File: config.mk
export PLATFORM = sky130hd
export DESIGN_NAME = apb_decoder
export DESIGN_NICKNAME = d
export VERILOG_FILES = /design/src/rtl/apb_pkg.sv /design/src/rtl/apb_decoder.sv
export SDC_FILE = /design/constraint.sdc
export NUM_CORES = 1
export LEC_CHECK = 0
export BUFFER_PORTS_ARGS = -buffer_cell sky130_fd_sc_hd__clkbuf_2
export CORE_AREA = 2 2 53 55
export DETAILED_ROUTE_END_ITERATION = 7
export DIE_AREA = 0 0 55 57
export PLACE_DENSITY = 0.77
export SLEW_MARGIN = 10
export SYNTH_ARGS = -nofsm -noshare
export SYNTH_HDL_FRONTEND = slang
export SYNTH_SLANG_ARGS = --single-unit
File: constraint.sdc
create_clock -name vclk -period 1.7
set_clock_uncertainty 0.15 [all_clocks]
set_input_delay 0.34 -clock vclk [all_inputs]
set_output_delay 0.34 -clock vclk [all_outputs]
set_load 0.05 [all_outputs]
File: src/rtl/apb_pkg.sv
package apb_pkg;

    // ########################################
    // bus types
    // ########################################
    typedef logic [31:0] paddr_t;
    typedef logic [31:0] pdata_t;
    typedef logic [3:0]  pstrb_t;
    typedef logic [2:0]  pprot_t;

    // slow-down ratio and delay counting
    typedef logic [7:0]  ratio_t;
    typedef logic [15:0] delay_cnt_t;

    // ########################################
    // address map
    // ########################################
    localparam logic [3:0] SLOW_NIBBLE_LO = 4'hA;
    localparam logic [3:0] SLOW_NIBBLE_HI = 4'hB;

    localparam paddr_t MEM_BASE  = 32'hA000_0000;
    localparam int     MEM_WORDS = 64;

    localparam paddr_t CFG_BASE      = 32'h1000_0000;
    localparam paddr_t CFG_RATIO_OFS = 32'h0000_0000;
    localparam paddr_t CFG_HITS_OFS  = 32'h0000_0004;

    // register defaults and queue sizing
    localparam ratio_t RATIO_RESET = 8'd8;
    localparam int     CMD_DEPTH   = 4;
    localparam int     CMD_PTR_W   = $clog2(CMD_DEPTH);

endpackage

File: src/rtl/apb_decoder.sv
module apb_decoder (
    input  apb_pkg::paddr_t s_paddr,
    input  logic            s_psel,
    input  logic            s_penable,
    output logic            s_pready,
    output apb_pkg::pdata_t s_prdata,
    output logic            s_pslverr,
    output logic            cfg_psel,
    input  logic            cfg_pready,
    input  apb_pkg::pdata_t cfg_prdata,
    input  logic            cfg_pslverr,
    output logic            mem_psel,
    input  logic            mem_pready,
    input  apb_pkg::pdata_t mem_prdata,
    input  logic            mem_pslverr
);
    import apb_pkg::*;

    logic cfg_hit;
    logic mem_hit;

    assign cfg_hit  = s_paddr[31:28] == CFG_BASE[31:28];
    assign mem_hit  = s_paddr[31:28] == MEM_BASE[31:28];
    assign cfg_psel = s_psel && cfg_hit;
    assign mem_psel = s_psel && mem_hit;

    // unmapped gets an immediate error
    always_comb begin
        if (cfg_hit) begin
            s_pready  = cfg_pready;
            s_prdata  = cfg_prdata;
            s_pslverr = cfg_pslverr;
        end else if (mem_hit) begin
            s_pready  = mem_pready;
            s_prdata  = mem_prdata;
            s_pslverr = mem_pslverr;
        end else begin
            s_pready  = 1'b1;
            s_prdata  = '0;
            s_pslverr = s_psel && s_penable;
        end
    end

endmodule

# After elaboration in Yosys (flattened, before gate mapping)
# Cells that the tools add are included.
[word_totals]
reg_bits = 0
in_bits = 102
out_inout_bits = 36
wordCells = 11
[classes]
n_mux = 6
n_reduce_logical = 3
n_eq_ne = 2
[ops]
columns = ["cell", "n"]
rows = [
  ["$mux 32", 2],
  ["$eq 4x1->1 const B", 1],
  ["$eq 4x4->1 const B", 1],
  ["$mux 1", 4],
  ["$logic_and 1x1->1", 3],
]

# Longest topological paths before layout
[depth]
depth_word = 3
mapped_depth = 4
ltp_nobuf = 3

# Worst setup path before layout
# OpenSTA, ideal clock, no wires.
[synth_timing]
path_kind = "input -> output"
from = "input port s_paddr[30]"
to = "output port s_pslverr"
setup_slack_ns = -0.709
n_path_buf = 1
stages = 4
arrival_ns = 1.919
t_required_ns = 1.210
path_cell_list = "and4bb_2 buf_2 mux2i_1 o21ai_0"
[synth_via]
elab_chain_len = 3
elab_cells_between_ends = 4
classes_between = "2 x eq/ne; 2 x mux"
[synth_lines]
columns = ["element", "line_no", "rtl"]
rows = [
  ["start, declared", "apb_decoder.sv:2", "input apb_pkg::paddr_t s_paddr,"],
  ["$eq 4x4->1", "apb_decoder.sv:23", "assign mem_hit = s_paddr[31:28] == MEM_BASE[31:28];"],
  ["$mux 1", "apb_decoder.sv:33", "end else if (mem_hit) begin"],
  ["$mux 1 *", "apb_decoder.sv:29", "if (cfg_hit) begin"],
  ["end, declared", "apb_decoder.sv:7", "output logic s_pslverr,"],
]
# Every way passes the cells marked *; elsewhere a longest branch is shown, timed or not.

# Worst setup path after layout
[layout_timing]
from = "input port s_paddr[31]"
to = "output port s_prdata[27]"
[layout_via]
elab_chain_len = 3
elab_cells_between_ends = 4
classes_between = "2 x eq/ne; 2 x mux"
[layout_lines]
columns = ["element", "line_no", "rtl"]
rows = [
  ["$eq 4x4->1", "apb_decoder.sv:23", ""],
  ["$mux 32", "apb_decoder.sv:33", ""],
  ["$mux 32 *", "apb_decoder.sv:29", ""],
  ["end, declared", "apb_decoder.sv:6", "output apb_pkg::pdata_t s_prdata,"],
]
# Marks and branches as above.

==> run metrics <==
CP endpoint kind primary output; FFs & Latches 0; crit-path max cell delay 0.29 ns; pre-CTS setup slack -0.272 ns; initial core utilization 17.4%; initial antenna violation count 0; area grow syn2layout 285%; final std cells w/o fill 192; syn_area_per_cell 9.08 µm²; Filler cells 206; largest net degree at the start of global routing 37; LEAKAGE 0.000926 µW; Core Rows 19; crit path DAT 1.40 ns; drt wl/cell 15.9 µm; Worst-Margin Slew 0.228 ns; die area 0.00314 mm²; placed cell count 187; vias in the first global route 814; pwr/cell area 226 mW/mm²; Slowest-stage cell, CP nor4b_4; global-route wire length before repair 3310 µm; most frequent CP cell buf_8; startpoint type of the worst setup path input pin; sequential cell area 0 µm²; die width 55 µm; initial drt markers 10; CLK BUF 0; Worst IR Drop VDD 0.152 mV; Tcrit/Tclk final 111%; Core Region 0.00262 mm²; vias per cell 4.71; Crit Path Class input pin to primary output; max_slew headroom 84.8%; via count 904; final setup fails 36; hpwl dp 1950 µm; share of layout cells above drive strength 1 96.9%; Layout Nets 265; total nets after synthesis 152; post-route ant nets 0; Slew Limit Fails 0; Hold-fix buffers, CTS 0; post-synth cell types 12; Placer Congestion 0.673; min Tclk post-route 1.89 ns; I/O Buffers 110; worst-path fanout max 9; final worst slack -0.191 ns; Tot GR Track Use 13.4%; ANT cells 0; Die Y-Extent 57 µm; failing checks setup timing; Hold Crit Depth 4; Hold Path Class input pin to primary output; unrepaired setup endpoints after global routing yes; Max-cap violations 0; drt total wl 3040 µm; Fmax achieved 529 MHz; WP data required 1.21 ns; Syn Std Cell Area 454 µm²; Ports 138; status finished, violations left; Yosys Warn Count 0; total gr overflow 0; Seq/Total Area, Yosys 0%; Syn Inst Count 50; drt first pass iters 4; final hold vios 0; DR DRC count 0; crit path cell chain buf_8, nor4b_4, buf_6, clkbuf_16, a22o_2, buf_8
## placed cells by master (no fill, tap or decap), drive strengths merged
cell type / n
clkbuf: 77
buf: 41
a22o: 32
and2: 3
inv: 2
nor4b: 1
and4bb: 1
mux2i: 1
nand2: 1
o21ai: 1
a22oi: 1
## final timing paths
kind / from / end / slack [ns]
hold / removal: cfg_pslverr / s_pslverr / 0.86
setup / recovery: s_paddr[31] / s_prdata[27] / -0.19
## cell families after synthesis
family | Yosys count | share of synthesized area (%)
buffers and inverters | 9 | 13.5
AND/OR/NAND/NOR | 6 | 12.9
AO/OA/AOI/OAI | 34 | 71.3
multiplexers | 1 | 2.20
## layout make-up
| type | count | area, µm² | share of cell area, % |
|---|---|---|---|
| Inverter | 2 | 7.51 | 0.429 |
| Multi-Input combinational cell | 41 | 559 | 32.0 |
| Timing Repair Buffer | 118 | 1140 | 65.4 |
| Tap cell | 31 | 38.8 | 2.22 |
## synthesized netlist by cell type
cell type  instances  share of area (%)
nor4b_4            1                5.2
nand2_1            1               0.83
buf_6              3                7.4
and2_1             3                4.1
buf_2              4                4.4
mux2i_1            1                2.2
a22oi_1            1                1.7
a22o_1             7                 13
inv_1              2                1.7
o21ai_0            1                1.1
and4bb_2           1                2.8
a22o_2            25                 55
## timing repair
action,CTS,global route
setup endpoints to repair,36,36
setup buffers,0,1
cloned,0,4
pin swaps,0,9
resized for setup,53,53
## worst max-delay path, delay by kind of cell
family          cells  cell delay [ns]
simple gates        1             0.29
compound gates      1             0.17
buf+inv             4             0.60
## metal layers
layer | track usage (%) | part of all wire (%) | wire (µm)
met5 | 0 | 0 | 0
met4 | 0 | 0 | 0
met3 | 2.62 | 12 | 354
met2 | 29.4 | 57 | 1750
met1 | 12.2 | 31 | 940
## per-stage QoR
| stage | total power (µW) | util (%) | hold WS, ns | TNS, ns | instance area, µm² |
|---|---|---|---|---|---|
| after detailed placement | 302 | 46.8 | 0.864 | -7.86 | 1220 |
| after global routing | 415 | 66.9 | 0.875 | -6.75 | 1750 |
| after CTS | 338 | 55.8 | 0.868 | -5.15 | 1460 |
| after floorplan | 158 | - | 0.715 | -3.15 | 502 |
| after global placement | 298 | 46.8 | 0.863 | -7.83 | 1220 |
| final | 396 | 66.9 | 0.861 | -5.75 | 1750 |
## power by group
part / total, µW / switching [µW] / internal (µW) / leakage, µW
Sequential: 0 / 0 / 0 / 0
Clock: 0 / 0 / 0 / 0
Combinational: 396 / 191 / 205 / 0.000926
Power figures use the tool's default switching activity.
