===== config.mk =====
export PLATFORM = sky130hd
export DESIGN_NAME = apb_delayer
export DESIGN_NICKNAME = d
export VERILOG_FILES = /design/src/rtl/apb_pkg.sv /design/src/rtl/apb_delayer.sv
export SDC_FILE = /design/constraint.sdc
export NUM_CORES = 1
export LEC_CHECK = 0
export BUFFER_PORTS_ARGS = -buffer_cell sky130_fd_sc_hd__buf_2
export CORE_MARGIN = 10
export CORE_UTILIZATION = 30
export CTS_BUF_LIST = sky130_fd_sc_hd__clkbuf_4 sky130_fd_sc_hd__clkbuf_8
export DETAILED_ROUTE_END_ITERATION = 8
export PLACE_DENSITY_LB_ADDON = 0.1
export SETUP_SLACK_MARGIN = 0.2
export SLEW_MARGIN = 5
export SYNTH_ARGS = -nofsm -noshare
export SYNTH_HDL_FRONTEND = slang
export SYNTH_SLANG_ARGS = --single-unit

===== constraint.sdc =====
create_clock -name clock -period 5.5 [get_ports clock]
set_clock_uncertainty 0.1 [all_clocks]
set_input_delay 0.275 -clock clock [delete_from_list [all_inputs] [get_ports clock]]
set_output_delay 0.275 -clock clock [all_outputs]
set_load 0.005 [all_outputs]

===== src/rtl/apb_pkg.sv =====
package apb_pkg;

    // ########################################
    // bus types
    // ########################################
    typedef logic [31:0] paddr_t;
    typedef logic [31:0] pdata_t;
    typedef logic [3:0]  pstrb_t;
    typedef logic [2:0]  pprot_t;

    // slow-down ratio and delay counting
    typedef logic [7:0]  ratio_t;
    typedef logic [15:0] delay_cnt_t;

    // ########################################
    // address map
    // ########################################
    localparam logic [3:0] SLOW_NIBBLE_LO = 4'hA;
    localparam logic [3:0] SLOW_NIBBLE_HI = 4'hB;

    localparam paddr_t MEM_BASE  = 32'hA000_0000;
    localparam int     MEM_WORDS = 64;

    localparam paddr_t CFG_BASE      = 32'h1000_0000;
    localparam paddr_t CFG_RATIO_OFS = 32'h0000_0000;
    localparam paddr_t CFG_HITS_OFS  = 32'h0000_0004;

    // register defaults and queue sizing
    localparam ratio_t RATIO_RESET = 8'd8;
    localparam int     CMD_DEPTH   = 4;
    localparam int     CMD_PTR_W   = $clog2(CMD_DEPTH);

endpackage


===== src/rtl/apb_delayer.sv =====
module apb_delayer (
    input  logic            clock,
    input  logic            reset,
    input  apb_pkg::paddr_t m_paddr,
    input  logic            m_psel,
    input  logic            m_penable,
    input  logic            m_pwrite,
    input  apb_pkg::pdata_t m_pwdata,
    input  apb_pkg::pstrb_t m_pstrb,
    input  apb_pkg::pprot_t m_pprot,
    output logic            m_pready,
    output apb_pkg::pdata_t m_prdata,
    output logic            m_pslverr,
    input  apb_pkg::ratio_t ratio,
    output apb_pkg::paddr_t s_paddr,
    output logic            s_psel,
    output logic            s_penable,
    output logic            s_pwrite,
    output apb_pkg::pdata_t s_pwdata,
    output apb_pkg::pstrb_t s_pstrb,
    output apb_pkg::pprot_t s_pprot,
    input  logic            s_pready,
    input  apb_pkg::pdata_t s_prdata,
    input  logic            s_pslverr,
    output logic            delay_hit
);
    import apb_pkg::*;

    typedef enum logic [1:0] {IDLE, REQ, WAIT} state_t;

    state_t     state;
    delay_cnt_t cnt;
    ratio_t     ratio_m1;
    pdata_t     rdata_q;
    logic       pslverr_q;
    logic       slow_addr;
    logic       start_slow;
    logic       release_rsp;

    // request side is untouched
    assign s_paddr   = m_paddr;
    assign s_psel    = m_psel;
    assign s_penable = m_penable;
    assign s_pwrite  = m_pwrite;
    assign s_pwdata  = m_pwdata;
    assign s_pstrb   = m_pstrb;
    assign s_pprot   = m_pprot;

    assign slow_addr   = m_paddr[31:28] >= SLOW_NIBBLE_LO && m_paddr[31:28] <= SLOW_NIBBLE_HI;
    assign start_slow  = state == IDLE && m_psel && !m_penable && slow_addr;
    // ratio 0 behaves like 1
    assign ratio_m1    = (ratio == '0) ? '0 : ratio - 1'b1;
    assign release_rsp = state == WAIT && cnt == '0;

    // ########################################
    // wait measurement and stretch
    // ########################################
    always_ff @(posedge clock or posedge reset) begin
        if (reset) begin
            state <= IDLE;
            cnt   <= '0;
        end else begin
            case (state)
                IDLE: begin
                    cnt <= '0;
                    if (start_slow) state <= REQ;
                end
                REQ: begin
                    if (s_pready) begin
                        state <= WAIT;
                        cnt   <= delay_cnt_t'(ratio_m1) * (cnt + 1'b1);
                    end else begin
                        cnt <= cnt + 1'b1;
                    end
                end
                WAIT: begin
                    if (cnt == '0) state <= IDLE;
                    else cnt <= cnt - 1'b1;
                end
                default: state <= IDLE;
            endcase
        end
    end

    // captured device reply
    always_ff @(posedge clock) begin
        if (state == REQ && s_pready) begin
            rdata_q   <= s_prdata;
            pslverr_q <= s_pslverr;
        end
    end

    assign m_pready  = (state == IDLE) ? s_pready : release_rsp;
    assign m_prdata  = (state == IDLE) ? s_prdata : rdata_q;
    assign m_pslverr = (state == IDLE) ? s_pslverr : pslverr_q;
    assign delay_hit = release_rsp;

    // master must hold the slow access phase while the reply is hidden
    a_hold_access: assert property (@(posedge clock) disable iff (reset)
        state != IDLE |-> m_psel && m_penable && slow_addr);

endmodule


Yosys cells after proc, flatten, opt, wreduce, memory -nomap -nowiden
Index checks and enable logic that the tools add are counted.

Bits in registers: 51. Input port bits: 118. Output and inout port bits: 109. Word-level logic and storage cells: 40.

Add/sub/neg operators: 3. $mul: 1. Magnitude comparators: 2. Eq/ne operators: 6. Muxes and demuxes: 11. Reduce and logical (&&, ||, !) cells: 13.

Operators with widths (count): $pmux W16 S3 (1); $mux W16 (2); $mux W32 (1); $add A16 B1 Y16 const B (1); $logic_not A16 Y1 (1); $mul A8 B16 Y16 (1); $sub A16 B1 Y16 const B (1); $logic_not A8 Y1 (1); $mux W8 (1); $sub A8 B1 Y8 const B (1); $logic_and A1 B1 Y1 (6); $mux W2 (3); $ne A2 B2 Y1 const B (3); $pmux W2 S3 (1); $ge A4 B4 Y1 const B (1); $le A4 B4 Y1 const B (1); $reduce_and A3 Y1 (1); $reduce_bool A3 Y1 (1); $eq A2 B1 Y1 const B (1); $eq A2 B2 Y1 const B (1); $logic_not A2 Y1 (1); $mux W1 (2); $ne A2 B1 Y1 const B (1); $reduce_and A2 Y1 (1); $logic_not A1 Y1 (1).

Depth between registers and ports, before layout
Word-level depth: 6. Mapped depth: 25. Depth with buffers taken out: 24.

Worst setup path before layout
OpenSTA, ideal clock, no wires.

Path type: in2reg. From: in ratio[3]. To: reg cnt[12]. Library setup time: 79 ps. Arrival time: 5205 ps. Data required time: 5321 ps. Path slack: 116 ps. Cell stages on the path: 21. Path buffers: 1. Cells stage by stage: nor4_2 > nor2b_1 > nand3_1 > nand2_1 > clkbuf_1 > nor2_1 > fa_1 > inv_1 > fa_1 > inv_1 > fa_1 > inv_1 > fa_1 > inv_1 > ha_1 > and2_1 > a22o_1 > a31oi_1 > mux2_2 > a21o_1 > a21oi_1.

Word-level cells in the longest chain between the ends: 5. Elaborated cells between the ends (all ways): 6. Those cells by class: add/sub (1); mul (1); mux (3); reduce/logical (1).

Ends and longest elaborated chain: start, declared (line apb_delayer.sv:14) `input apb_pkg::ratio_t ratio,`; $sub A8 B1 Y8 / $logic_not A8 Y1 (equally long branches) (line apb_delayer.sv:52) `assign ratio_m1 = (ratio == '0) ? '0 : ratio - 1'b1;`; $mux W8 (*) (line apb_delayer.sv:52); $mul A8 B16 Y16 (*) (line apb_delayer.sv:71) `cnt <= delay_cnt_t'(ratio_m1) * (cnt + 1'b1);`; $mux W16 (*) (line apb_delayer.sv:69) `if (s_pready) begin`; $pmux W16 S3 (*) (line apb_delayer.sv:63) `case (state)`; end signal, assigned (line apb_delayer.sv:71); end signal, assigned (line apb_delayer.sv:73) `cnt <= cnt + 1'b1;`; end signal, assigned (line apb_delayer.sv:78) `else cnt <= cnt - 1'b1;`; end, declared (line apb_delayer.sv:32) `delay_cnt_t cnt;`.

Every way passes the cells marked *; elsewhere a longest branch is shown, timed or not. A chain may end at the register's enable or synchronous reset.

Worst setup path in the final report
From: reg cnt[0]. To: reg cnt[12].

Word-level cells in the longest chain between the ends: 4. Elaborated cells between the ends (all ways): 9. Those cells by class: add/sub (2); mul (1); eq/ne (1); mux (3); reduce/logical (2).

Ends and longest elaborated chain (line): $add A16 B1 Y16 (apb_delayer.sv:71, apb_delayer.sv:73); $mul A8 B16 Y16 (apb_delayer.sv:71); $mux W16 (apb_delayer.sv:69); $pmux W16 S3 (apb_delayer.sv:63).

Parallel ways exist; a longest one is shown, timed or not. The select of a mux whose other input is x is not followed.

==> run summary <==
Reg2Reg Setup Slack - 0.37 ns
Area contributors post-synth - sky130_fd_sc_hd__fa_1 (18%), sky130_fd_sc_hd__edfxtp_1 (15%), sky130_fd_sc_hd__buf_4 (8.5%), sky130_fd_sc_hd__dfrtp_1 (6.9%), sky130_fd_sc_hd__ha_1 (6.3%)
met3 track demand over resource in global routing - 2.13%
required time at the worst-slack endpoint - 5.66 ns
vias in the first global route - 5537
number of pins with negative max-slew slack in the final report - 0
overall die height - 168 um
power after layout - 2.45 mW
sum of net half-perimeters after detailed placement - 15100 um
Antenna Violating Nets Remaining - 0
number of diodes - 0
count of yosys warnings during synthesis - 0
initial antenna violation count - 0
clock sink count - 51
total standard cell area after synthesis - 6530 um^2
detail-routed via count per cell - 4.68
number of inserted filler cells in the final layout - 2203
clk slew on worst S/H paths - 0.11 ns
total routing usage reported by global routing - 13.0%
maximum number of pins on one net before global-route repair - 41
clock latency on the worst-skew pair - 0.32 ns
WL per Instance - 17.1 um
GP Congestion - 0.835
post-synthesis cell type count - 61
Post-layout nets - 1011
Min-Delay Path Class - input port to asynchronous set/reset pin
endpoint type of the worst setup path - flop
violation count after the first detailed-routing iteration - 255
Clock Root Buffer - sky130_fd_sc_hd__clkbuf_8
CTS tree - built
gr ovfl total - 0
horizontal extent of the die - 168 um
detailed-route wire length - 18400 um
run status - finished clean
largest fanout on the critical path - 4
number of buffers inserted during clock tree synthesis - 5
share of the clock period used by the worst path - 93.3%
number of buffers on the longest clock path - 2
tightest slew margin relative to the limit - 35.1%
Post-DP Area - 7210 um^2
classification of the worst setup path - flop to flop
post-route design area - 7680 um^2
worst hold slack - 0.00500 ns
H-tree levels - 2
area added between synthesis and finish - 17.7%
flip-flop and latch count after synthesis - 51
core region area - 21200 um^2
maxcap violations - 0
arrival time worst endpoint - 5.29 ns
Power Density - 319 nW/um^2
IO Count - 227
sequential area share after synthesis - 22.1%
GR met2 Demand/Resource - 22.0%
Mapped Nets - 928
nature of the critical path startpoint - flop
quantity of hold-fixing buffers added after cts - 0
synth cell count leaders - sky130_fd_sc_hd__inv_1 (94), sky130_fd_sc_hd__nor2_1 (94), sky130_fd_sc_hd__buf_4 (74)
largest area contributor in the synthesized netlist - sky130_fd_sc_hd__fa_1
area of the die - 28100 um^2
EDFF count, synth - 33
row count - 53
Synth Area per Inst - 9.10 um^2
first-pass GRT wire length - 30100 um
Post-Syn Instances - 717
FMAX - 195 MHz
fraction of registers with async set/reset - 35.3%
vias after detailed routing - 5034
DRC violations left - 0
# port buffers - 88
starting density of the core - 30.8%
top cell type's share of synthesized area - 18.4%
Static Leakage - 3.44 nW
most utilized layer in the global route result - met2
Pre-antenna DRT Iters - 4
Least-Margin Pin Slew - 0.974 ns
M1 GR Usage - 16.8%
setup violators final - 0
highest ir drop seen on vdd - 248 uV
Final Hold Violating Endpoints - 0
final critical delay including setup and external delays - 5.13 ns
setup repair after global routing missed its margin - yes
share of final-layout standard cells stronger than drive strength 1 - 35.1%
primary flip-flop cell chosen by synthesis mapping - sky130_fd_sc_hd__edfxtp_1
-- final timing paths --
check / cells past startpoint / from / to
max: 19 / cnt[0]$_DFFE_PP0P_ / cnt[12]$_DFFE_PP0P_
min: 2 / reset / cnt[2]$_DFFE_PP0P_
max reg2reg: 19 / cnt[0]$_DFFE_PP0P_ / cnt[12]$_DFFE_PP0P_
min reg2reg: 1 / state[0]$_DFFE_PP0P_ / state[0]$_DFFE_PP0P_
max in group asynchronous: 2 / reset / cnt[7]$_DFFE_PP0P_
min in group clock: 1 / s_prdata[5] / rdata_q[5]$_DFFE_PP_
-- stage by stage --
step	instances	util, %	TNS (ns)	setup WS [ns]
final	1076	36.2	0	0.370
after global routing	1076	36.2	0	0.140
after CTS	1068	34.9	0	0.177
after detailed placement	1057	34.0	-0.571	-0.153
after global placement	1057	34.0	-0.354	-0.111
after floorplan	717	-	0	0.231
-- area by class of cell --
| class | instances | area [um^2] | share of cell area [%] |
|---|---|---|---|
| multi-input cells | 476 | 4360 | 56.7 |
| flip-flops and latches | 51 | 1440 | 18.8 |
| repair buffers | 172 | 1070 | 13.9 |
| inverters | 94 | 355 | 4.63 |
| well taps | 275 | 344 | 4.48 |
| clock buffers | 6 | 76.3 | 0.993 |
| clock inverters | 2 | 38.8 | 0.505 |
-- where the power goes --
group          internal, mW  switching (mW)  total, mW
logic                 0.892           0.863       1.76
clock network         0.143           0.146      0.288
registers             0.408               0      0.408
total                  1.44            1.01       2.45
-- logic make-up after synthesis --
group                      count (synthesis)  synth area share (%)
and+or+nand+nor                          211                  15.8
buffers and inverters                    190                  15.6
adders and majority gates                 93                  24.7
AOI/OAI and AO/OA                         92                  8.78
DFF                                       51                  22.1
xor gates and xnor gates                  41                  6.13
muxes                                     39                  6.84
-- per-layer routing --
metal	vias to the layer above	routed length, um	share of wire, %
met5	-	0	0
met1	2437	8100	44
li1	2448	-	-
met4	0	352	1.9
met2	104	9170	50
met3	45	783	4.3
-- state kept, by name, indices dropped and copies added, names as in the netlist --
name       cells
rdata_q       32
cnt           16
state          2
pslverr_q      1
-- worst max-delay path: stages (launching register included) --
cell,delay (ns)
sky130_fd_sc_hd__dfrtp_1,0.37
sky130_fd_sc_hd__ha_2,0.21
sky130_fd_sc_hd__and4_4,0.25
sky130_fd_sc_hd__nand4_1,0.15
sky130_fd_sc_hd__xnor2_2,0.29
sky130_fd_sc_hd__buf_4,0.19
sky130_fd_sc_hd__nor2_2,0.04
sky130_fd_sc_hd__fa_1,0.49
sky130_fd_sc_hd__inv_2,0.04
sky130_fd_sc_hd__fa_1,0.48
sky130_fd_sc_hd__fa_1,0.52
sky130_fd_sc_hd__fa_1,0.53
sky130_fd_sc_hd__inv_2,0.05
sky130_fd_sc_hd__ha_4,0.21
sky130_fd_sc_hd__and2_4,0.13
sky130_fd_sc_hd__a22o_1,0.21
sky130_fd_sc_hd__a31oi_4,0.18
sky130_fd_sc_hd__mux2_4,0.32
sky130_fd_sc_hd__a21o_1,0.19
sky130_fd_sc_hd__a21oi_2,0.12
-- layout by cell type (no fill, tap or decap), types with 6 or more instances in the layout --
cell type / n
sky130_fd_sc_hd__inv_1: 90
sky130_fd_sc_hd__nor2_1: 90
sky130_fd_sc_hd__buf_2: 88
sky130_fd_sc_hd__buf_4: 84
sky130_fd_sc_hd__fa_1: 57
sky130_fd_sc_hd__mux2_2: 34
sky130_fd_sc_hd__edfxtp_1: 33
sky130_fd_sc_hd__nand2_1: 30
sky130_fd_sc_hd__o21ai_0: 28
sky130_fd_sc_hd__ha_1: 26
sky130_fd_sc_hd__dfrtp_1: 18
sky130_fd_sc_hd__xnor2_1: 17
sky130_fd_sc_hd__a21oi_1: 15
sky130_fd_sc_hd__xor2_1: 13
sky130_fd_sc_hd__nand2b_1: 13
sky130_fd_sc_hd__nand3_1: 11
sky130_fd_sc_hd__nor3_1: 11
sky130_fd_sc_hd__o211ai_1: 6
-- what timing repair did --
action                                  in CTS  in global routing
setup buffers                                3                  8
gates resized for setup                     17                 42
pin swaps                                    7                 27
endpoints found under the setup margin       7                  8
Power figures use the tool's default switching activity.
