File: config.mk
export PLATFORM = sky130hd
export DESIGN_NAME = apb_cmd_master
export DESIGN_NICKNAME = d
export VERILOG_FILES = /design/src/rtl/apb_pkg.sv /design/src/rtl/apb_cmd_master.sv
export SDC_FILE = /design/constraint.sdc
export NUM_CORES = 1
export LEC_CHECK = 0
export BUFFER_PORTS_ARGS = -buffer_cell sky130_fd_sc_hd__buf_2
export CAP_MARGIN = 15
export CORE_MARGIN = 3
export CORE_UTILIZATION = 40
export CTS_BUF_LIST = sky130_fd_sc_hd__clkbuf_8
export CTS_CLUSTER_DIAMETER = 150
export CTS_CLUSTER_SIZE = 8
export DETAILED_ROUTE_END_ITERATION = 12
export GPL_TIMING_DRIVEN = 0
export SLEW_MARGIN = 25
export SYNTH_ARGS = -nofsm -noshare
export SYNTH_HDL_FRONTEND = slang
export SYNTH_SLANG_ARGS = --single-unit
File: constraint.sdc
create_clock -name clock -period 12.8 [get_ports clock]
set_clock_uncertainty 0.2 [all_clocks]
set_input_delay 1.92 -clock clock [delete_from_list [all_inputs] [get_ports clock]]
set_output_delay 1.92 -clock clock [all_outputs]
set_load 0.1 [all_outputs]
File: src/rtl/apb_pkg.sv
package apb_pkg;

    // ########################################
    // bus types
    // ########################################
    typedef logic [31:0] paddr_t;
    typedef logic [31:0] pdata_t;
    typedef logic [3:0]  pstrb_t;
    typedef logic [2:0]  pprot_t;

    // slow-down ratio and delay counting
    typedef logic [7:0]  ratio_t;
    typedef logic [15:0] delay_cnt_t;

    // ########################################
    // address map
    // ########################################
    localparam logic [3:0] SLOW_NIBBLE_LO = 4'hA;
    localparam logic [3:0] SLOW_NIBBLE_HI = 4'hB;

    localparam paddr_t MEM_BASE  = 32'hA000_0000;
    localparam int     MEM_WORDS = 64;

    localparam paddr_t CFG_BASE      = 32'h1000_0000;
    localparam paddr_t CFG_RATIO_OFS = 32'h0000_0000;
    localparam paddr_t CFG_HITS_OFS  = 32'h0000_0004;

    // register defaults and queue sizing
    localparam ratio_t RATIO_RESET = 8'd8;
    localparam int     CMD_DEPTH   = 4;
    localparam int     CMD_PTR_W   = $clog2(CMD_DEPTH);

endpackage

File: src/rtl/apb_cmd_master.sv
module apb_cmd_master (
    input  logic            clock,
    input  logic            reset,
    input  logic            cmd_valid,
    input  logic            cmd_write,
    input  apb_pkg::paddr_t cmd_addr,
    input  apb_pkg::pdata_t cmd_wdata,
    input  apb_pkg::pstrb_t cmd_strb,
    output logic            cmd_credit,
    output logic            rsp_valid,
    output apb_pkg::pdata_t rsp_rdata,
    output logic            rsp_error,
    output apb_pkg::paddr_t m_paddr,
    output logic            m_psel,
    output logic            m_penable,
    output logic            m_pwrite,
    output apb_pkg::pdata_t m_pwdata,
    output apb_pkg::pstrb_t m_pstrb,
    output apb_pkg::pprot_t m_pprot,
    input  logic            m_pready,
    input  apb_pkg::pdata_t m_prdata,
    input  logic            m_pslverr
);
    import apb_pkg::*;

    typedef enum logic [1:0] {IDLE, SETUP, ACCESS} state_t;

    state_t               state;
    logic                 q_write [CMD_DEPTH];
    paddr_t               q_addr  [CMD_DEPTH];
    pdata_t               q_wdata [CMD_DEPTH];
    pstrb_t               q_strb  [CMD_DEPTH];
    logic [CMD_PTR_W-1:0] wr_ptr;
    logic [CMD_PTR_W-1:0] rd_ptr;
    logic [CMD_PTR_W:0]   q_count;
    logic [CMD_PTR_W:0]   credits;
    logic                 push;
    logic                 pop;
    logic                 done;

    assign push = cmd_valid;
    assign done = state == ACCESS && m_pready;
    assign pop  = q_count != '0 && (state == IDLE || done);

    // ########################################
    // command queue
    // ########################################
    always_ff @(posedge clock) begin
        if (push) begin
            q_write[wr_ptr] <= cmd_write;
            q_addr[wr_ptr]  <= cmd_addr;
            q_wdata[wr_ptr] <= cmd_wdata;
            q_strb[wr_ptr]  <= cmd_strb;
        end
    end

    always_ff @(posedge clock or posedge reset) begin
        if (reset) begin
            wr_ptr  <= '0;
            rd_ptr  <= '0;
            q_count <= '0;
        end else begin
            if (push) begin
                wr_ptr <= wr_ptr + 1'b1;
            end
            if (pop) begin
                rd_ptr <= rd_ptr + 1'b1;
            end
            q_count <= q_count + (CMD_PTR_W+1)'(push) - (CMD_PTR_W+1)'(pop);
        end
    end

    // ########################################
    // APB master
    // ########################################
    always_ff @(posedge clock or posedge reset) begin
        if (reset) begin
            state <= IDLE;
        end else begin
            case (state)
                IDLE:    if (pop) state <= SETUP;
                SETUP:   state <= ACCESS;
                ACCESS:  if (done) state <= pop ? SETUP : IDLE;
                default: state <= IDLE;
            endcase
        end
    end

    always_ff @(posedge clock) begin
        if (pop) begin
            m_paddr  <= q_addr[rd_ptr];
            m_pwrite <= q_write[rd_ptr];
            m_pwdata <= q_wdata[rd_ptr];
            m_pstrb  <= q_strb[rd_ptr];
        end
    end

    assign m_psel    = state != IDLE;
    assign m_penable = state == ACCESS;
    // normal, secure, data access
    assign m_pprot   = '0;

    // response and credit one cycle after pready
    always_ff @(posedge clock or posedge reset) begin
        if (reset) begin
            rsp_valid  <= 1'b0;
            rsp_error  <= 1'b0;
            cmd_credit <= 1'b0;
        end else begin
            rsp_valid  <= done;
            rsp_error  <= done && m_pslverr;
            cmd_credit <= done;
        end
    end

    always_ff @(posedge clock) begin
        if (done) begin
            rsp_rdata <= m_pwrite ? '0 : m_prdata;
        end
    end

    // credits held by the source
    always_ff @(posedge clock or posedge reset) begin
        if (reset) begin
            credits <= (CMD_PTR_W+1)'(CMD_DEPTH);
        end else begin
            credits <= credits - (CMD_PTR_W+1)'(push) + (CMD_PTR_W+1)'(cmd_credit);
        end
    end

    a_cmd_has_credit: assert property (@(posedge clock) disable iff (reset)
        cmd_valid |-> (credits != '0 || cmd_credit));

    a_queue_no_overflow: assert property (@(posedge clock) disable iff (reset)
        push && q_count == CMD_DEPTH |-> pop);

endmodule

# --- Yosys cells after proc, flatten, opt, wreduce, memory -nomap -nowiden ---
# Memories as Yosys holds them, arrays and structs flattened. A register that Yosys moved wholly into a read port is not among the register bits.
# Cells that the tools add are included.
totals:
  register_bits: 43
  ramBits: 276
  inputBits: 106
  out_inout_bits: 109
  elab_cells: 33
  memories: 4
op_classes:
  add_sub_neg: 4
  n_eq_ne: 4
  muxes: 6
  reduce_logical: 8
memory_table:
  columns: ["memory", "depth", "word_bits", "read_ports", "rd_clocked_by_memory_dff", "write_ports", "line_no", "text"]
  rows:
  - ["q_addr", 4, 32, 1, 1, 1, "apb_cmd_master.sv:30", "paddr_t q_addr [CMD_DEPTH];"]
  - ["q_wdata", 4, 32, 1, 1, 1, "apb_cmd_master.sv:31", "pdata_t q_wdata [CMD_DEPTH];"]
  - ["q_strb", 4, 4, 1, 1, 1, "apb_cmd_master.sv:32", "pstrb_t q_strb [CMD_DEPTH];"]
  - ["q_write", 4, 1, 1, 1, 1, "apb_cmd_master.sv:29", "logic q_write [CMD_DEPTH];"]
op_table:
  columns: ["op", "n"]
  rows:
  - ["$pmux W2 S3", 1]
  - ["$add A2 B1 Y2 const B", 2]
  - ["$mux W2", 2]
  - ["$add A3 B1 Y3", 1]
  - ["$logic_and A1 B1 Y1", 3]
  - ["$mux W1", 3]
  - ["$reduce_bool A3 Y1", 1]
  - ["$sub A3 B1 Y3", 1]
  - ["$eq A2 B1 Y1 const B", 1]
  - ["$eq A2 B2 Y1 const B", 1]
  - ["$logic_not A2 Y1", 1]
  - ["$ne A2 B1 Y1 const B", 1]
  - ["$ne A2 B2 Y1 const B", 1]
  - ["$reduce_and A2 Y1", 1]
  - ["$reduce_bool A2 Y1", 1]
  - ["$logic_or A1 B1 Y1", 1]

# --- Depth between registers and ports, before layout ---
# Gate-level depths: netlist (run 1).
depth:
  ltp_word: 7
  depth_mapped: 9
  depth_no_buf: 9

# --- Least setup slack after synthesis (run 1) ---
# No wires, ideal clock.
synth_path:
  path_kind: "in2reg"
  from: "input m_pready"
  to: "register q_count[2]"
  setup_ns: 0.123
  arrival_ns: 8.404
  t_required_ns: 12.477
  path_slack_ns: 4.073
  cell_stages: 9
  path_buffers: 0
  cell_sequence: "nor2b_1 nor3_1 ha_1 inv_1 ha_1 inv_1 fa_1 xnor2_1 xnor2_1"
synth_via:
  elab_chain_len: 4
synth_rtl:
  columns: ["element", "line_no", "text"]
  rows:
  - ["start: declaration", "apb_cmd_master.sv:20", "input logic m_pready,"]
  - ["$logic_and A1 B1 Y1", "apb_cmd_master.sv:42", "assign done = state == ACCESS && m_pready;"]
  - ["$logic_or A1 B1 Y1", "apb_cmd_master.sv:43", "assign pop = q_count != '0 && (state == IDLE || done);"]
  - ["$logic_and A1 B1 Y1", "apb_cmd_master.sv:43", null]
  - ["via pop", "apb_cmd_master.sv:38", "logic pop;"]
  - ["$sub A3 B1 Y3", "apb_cmd_master.sv:69", "q_count <= q_count + (CMD_PTR_W+1)'(push) - (CMD_PTR_W+1)'(pop);"]
  - ["end signal: assignment", "apb_cmd_master.sv:69", null]
  - ["end: declaration", "apb_cmd_master.sv:35", "logic [CMD_PTR_W:0] q_count;"]
# The timed path passes the listed nets, and every way through them passes these cells.
# A chain may end at the register's enable or synchronous reset.

# --- Final worst setup path (run 1) ---
layout_path:
  from: "register state[0]"
  to: "output m_penable"
layout_via:
  elab_chain_len: 1
layout_rtl:
  columns: ["element", "line_no", "text"]
  rows:
  - ["start: declaration", "apb_cmd_master.sv:28", "state_t state;"]
  - ["start signal: assignment", "apb_cmd_master.sv:83", "ACCESS: if (done) state <= pop ? SETUP : IDLE;"]
  - ["$eq A2 B2 Y1", "apb_cmd_master.sv:99", "assign m_penable = state == ACCESS;"]
  - ["end: declaration", "apb_cmd_master.sv:15", "output logic m_penable,"]
# No other way between the ends.

==> metrics.md, run 1 <==
| Metric | Value |
|---|---|
| Count of different cell masters after synthesis | `25` |
| PortBufs | `211` |
| Total core area | `0.0339 mm^2` |
| Inst Count DP | `1,226` |
| Share of the synthesized area in the top cell type | `81.7%` |
| I/O pin count | `approximately 220` |
| Cell family with most CP delay | `buffers and inverters` |
| Antenna viol nets, final | `0` |
| Number of remaining DRC errors | `0` |
| DR vias/cell | `4.76` |
| Status | `finished, final reports clean` |
| Cts hold-fix bufs | `0` |
| Antenna diodes | `0` |
| Required time worst endpoint | `10.68 ns` |
| Setup ws final | `9.04 ns` |
| Die footprint | `0.0369 mm^2` |
| Max Freq | `between 200 and 300 MHz` |
| DR vias | `6,202` |
| Share of synthesized registers carrying an async set or reset | `~2.8%` |
| Crit path buf inv count | `1` |
| Final worst-path cycle share | `29.4%` |
| Area delta synth->final | `19.9%` |
| Finished Core Util | `49.1%` |
| Non-filler cells, final | `1,303` |
| Worst Hold Class | `reg -> reg` |
| DRT Wirelength | `26,300 um` |
| Met2 Track Usage GR | `24.0%` |
| Final setup fails | `0` |
| Layout cells sized above 1 | `44.6%` |
| Die height | `192 um` |
| Post-CTS Resized | `0` |
| Max Root-Sink Buffers | `3` |
| Kind of critical path | `reg -> out` |
| Ranking of synthesized cells by area | `edfxtp_1, mux4_2, dfrtp_1, nor2b_1, buf_12` |
| Clk slew on worst S/H paths | `0.06 ns` |
| Die Width | `192 um` |
| Drt first pass iters | `4` |
| M1 GR Usage | `18.9%` |
| Vias in the first global route | `6,682` |
| GP Congestion | `about 0.66` |
| Initial Utilization | `40.9%` |
| Final Hold Violating Endpoints | `0` |
| Later-pin clock latency in the skew report | `roughly 0.58 ns` |
| WP data arrival | `1.64 ns` |
| Hold path startpoint | `q_count[2]` |
| RSZ-0062 raised after global routing | `false` |
| Largest net degree at the start of global routing | `39` |
| Mapped Avg Cell Area | `25.2 um^2` |
| FILL cells | `2,844` |
| Most frequent cell after synthesis | `edfxtp_1` |
| Reg2reg path depth | `9` |
| Initial antenna violation count | `1` |
| Clk root buf | `clkbuf_8` |
| DR iter-0 viols | `roughly 300` |
| Post-CTS Setup Repair Bufs | `0` |
| NumNets Final | `947` |
| Min Hold Slack | `0.279 ns` |
| Num CTS Buffers | `54` |
| Worst path slowest cell | `buf_2` |
| Worst r2r src | `q_count[1]` |
| Hold Path Stages | `1` |
| DR WL/cell | `20.2 um` |
| Grt ovf | `0` |
| Most frequent cells after synthesis | `edfxtp_1, mux4_2, nor2b_1` |
| Critical R2R Capture | `q_count[2]` |
| Clock Sinks | `388` |
| Setup crit end kind | `output pin` |
| YS warnings | `0` |
| Biggest area consumer among synthesized cells | `edfxtp_1` |
| Seq/Total Area, Yosys | `83.7%` |
| Main synth FF type | `edfxtp_1` |
| Total GRT Usage | `14.3%` |
| Row count | `67` |
| DP Worst Slack | `8.83 ns` |
| Worst slew margin | `between 50% and 60%` |
| Crit-path max FO | `6` |
| Syn Inst Count | `549` |
| M3 GR Usage | `2.94%` |
| Global-route wire length before repair | `40,000 um` |
| WHS Endpoint | `q_count[2]` |
| Post-layout minimum cycle time | `3.76 ns` |
| Synth Cell Area | `0.0139 mm^2` |
| Crit start category | `flip-flop` |
| CTS tree | `done` |
| Placed wire-length estimate | `16,600 um` |
| GR peak layer | `met2` |
| Max cap viols | `0` |
| H-Tree Depth | `2` |
| Internal reg-to-reg setup slack | `10.32 ns` |
| Cell Chain, Critical Path | `nor2_1, buf_2` |
| Post-synth EDFFs | `between 300 and 400` |
| Synth Register Bits | `~390` |
| Final Slew Violations | `0` |
| Least-Margin Pin Slew | `between 0.6 and 0.7 ns` |
| Max incr delay on CP | `0.46 ns` |
[how the worst max path moves through the flow]
stage                  start  slack (ns)         end  depth (start not counted)
global placement    m_pready       -0.47  q_count[2]                         10
CTS                 state[0]        8.99   m_penable                          2
detailed placement  m_pready        8.83  q_count[2]                         10
floorplan           m_pready        4.07  q_count[2]                          9
global route        state[0]        8.93   m_penable                          2
finish              state[0]        9.04   m_penable                          2
[final cells by class]
cell class | count | area (um^2) | share of cell area, %
Inverter | 8 | 30.0 | 0.181
Tap cell | 448 | 561 | 3.37
Sequential cell | 388 | 11600 | 69.8
Clock inverter | 21 | 118 | 0.708
Timing Repair Buffer | 227 | 1280 | 7.72
Buffer | 23 | 231 | 1.39
Multi-Input combinational cell | 132 | 2030 | 12.2
Clock buffer | 56 | 771 | 4.64
[metal layers]
| layer | part of all wire [%] | wire, um |
|---|---|---|
| met4 | 2.2 | 579 |
| met2 | 51 | 13500 |
| met3 | 5.1 | 1340 |
| met1 | 41 | 10800 |
| met5 | 0.049 | 13 |
[kinds of logic after synthesis]
kind of cell	count (synthesis)	synth area share [%]
adder cells (fa/ha/maj)	7	0.686
other	1	0.0271
flip-flops	388	83.7
AND/OR/NAND/NOR	46	2.08
buffers and inverters	31	1.89
XOR/XNOR	5	0.316
multiplexers	70	11.3
AO/OA/AOI/OAI	1	0.0361
[flip-flops by register name, summed over array words and instances (netlist names), 2 cells and up]
signal / flops
m_paddr: 32
rsp_rdata: 32
q_addr: 128
m_pwdata: 32
state: 2
q_wdata: 128
q_write: 4
q_count: 3
m_pstrb: 4
rd_ptr: 2
wr_ptr: 2
q_strb: 16
[stage by stage]
stage	TNS (ns)	cell area, um^2
finish	0	16600
detailed placement	0	15700
global placement	-0.796	15500
CTS	0	16600
global route	0	16600
floorplan	0	13900
[cells in the final DEF (no fill, tap or decap), types with 4 or more instances in the layout]
cell,instances
and2_4,4
dfrtp_1,11
ha_1,6
edfxtp_1,377
buf_2,218
buf_4,13
nor2b_1,33
clkbuf_8,56
clkbuf_1,4
buf_12,7
buf_16,5
mux4_2,68
inv_1,27
Power of run 1 is left out: the tool's default activity adds up to more than one toggle a clock period on the data nets, which glitch-free logic cannot reach.
==> inputs of run 2 (changes only) <==
Clock period 12.8 ns to 3.4 ns, I/O delays scaled along.
==> metrics.md, run 2 (same netlist as run 1, synthesis figures left out) <==
| Metric | Value |
|---|---|
| Max Freq | `about 350 MHz` |
| Footprint of the multi-input gates | `0.00204 mm^2` |
| Die footprint | `0.0369 mm^2` |
| Final setup fails | `0` |
| M3 GR Usage | `3.14%` |
| Max Root-Sink Buffers | `3` |
| Least-Margin Pin Slew | `~0.76 ns` |
| WP data arrival | `3.12 ns` |
| Non-filler cells, final | `approximately 1,400` |
| Final setup TNS | `0 ns` |
| DR WL/cell | `about 20 um` |
| Met2 Track Usage GR | `25.1%` |
| Post-layout minimum cycle time | `2.84 ns` |
| Commonest cells after routing, fill and taps aside | `edfxtp_1, buf_2, dlygate4sd3_1, mux4_2, clkbuf_8` |
| Finished Core Util | `51.8%` |
| Grt ovf | `0` |
| Min Hold Slack | `0.0457 ns` |
| Num CTS Buffers | `54` |
| Final Hold Violating Endpoints | `0` |
| Largest net degree at the start of global routing | `38` |
| Final worst-path cycle share | `between 80 and 90%` |
| Later-pin clock latency in the skew report | `around 0.57 ns` |
| Initial antenna violation count | `0` |
| Post-CTS Setup Repair Bufs | `0` |
| Inst Count DP | `1,221` |
| Final Slew Violations | `0` |
| Kind of critical path | `reg -> reg` |
| Max cap viols | `0` |
| DR vias/cell | `4.77` |
| FILL cells | `2,743` |
| Area delta synth->final | `26.5%` |
| GP Congestion | `0.676` |
| Clk root buf | `clkbuf_8` |
| M1 GR Usage | `around a fifth` |
| Die height | `slightly below 200 um` |
| Number of remaining DRC errors | `0` |
| Clk slew on worst S/H paths | `around 0.06 ns` |
| CTS tree | `done` |
| Row count | `67` |
| Crit start category | `flip-flop` |
| Setup crit end kind | `flip-flop` |
| DR iter-0 viols | `about 280` |
| Worst slew margin | `49.3%` |
| Die Width | `192 um` |
| Total GRT Usage | `14.9%` |
| RSZ-0062 raised after global routing | `false` |
| Initial Utilization | `40.9%` |
| Vias in the first global route | `7,155` |
| Required time worst endpoint | `3.69 ns` |
| Post-CTS Resized | `0` |
| Status | `finished, final reports clean` |
| DR vias | `6,619` |
| Worst Hold Class | `in -> reg` |
| Layout cells sized above 1 | `39.9%` |
| Reg area | `0.0116 mm^2` |
| Global-route wire length before repair | `around 40,000 um` |
| DRT Wirelength | `around 27,000 um` |
| PortBufs | `211` |
| I/O pin count | `215` |
| NumNets Final | `1,044` |
| Placed wire-length estimate | `16,400 um` |
| Most common cell after layout, fill and taps aside | `edfxtp_1` |
| H-Tree Depth | `2` |
| Total core area | `0.0339 mm^2` |
| Largest registers | `q_addr x128, q_wdata x128` |
| Clock Sinks | `388` |
| Antenna viol nets, final | `0` |
| Cts hold-fix bufs | `102` |
| Crit-path max FO | `11` |
| GR peak layer | `met2` |
| Drt first pass iters | `4` |
| Antenna diodes | `0` |
==> run 2: critical path, cell delays in order, from the launching register on <==
cell and delay [ns]:
dfrtp_1 0.42, nor3_1 0.54, nor3_4 0.22, buf_8 0.22, ha_1 0.27, inv_1 0.05
ha_1 0.12, inv_1 0.04, fa_1 0.37, xnor2_1 0.17, xnor2_1 0.13
==> run 2: path summary, 6_finish.rpt <==
check	startpoint	to	slack [ns]	cells past startpoint
setup / recovery	q_count[1]	q_count[2]	0.56	10
hold / removal	m_prdata[28]	rsp_rdata[28]	0.05	2
setup reg to reg	q_count[1]	q_count[2]	0.56	10
hold reg to reg	q_count[2]	q_count[2]	0.28	1
max in group asynchronous	reset	q_count[2]	2.31	3
min in group asynchronous	reset	state[0]	0.34	3
==> run 2: final cells by class <==
cell class | count | share of cell area (%)
clock inverters | 11 | 0.414
flip-flops and latches | 388 | 66.1
well taps | 448 | 3.20
multi-input cells | 132 | 11.6
plain buffers | 23 | 1.32
repair buffers | 324 | 12.9
inverters | 8 | 0.171
clock buffers | 54 | 4.24
==> run 2: routing by layer <==
layer | part of all wire, % | vias up
li1 | - | 3002
met1 | 42 | 3401
met2 | 51 | 161
met3 | 4.6 | 55
met4 | 2.1 | 0
met5 | 0 | -
==> run 2: per-stage QoR <==
stage / worst slack (ns) / cell area, um^2
after floorplan: -0.457 / 13900
after global placement: -2.11 / 15500
after detailed placement: 0.500 / 15700
after CTS: 0.516 / 17500
after global routing: 0.317 / 17500
final: 0.564 / 17500
Power of run 2 is left out for the same reason.
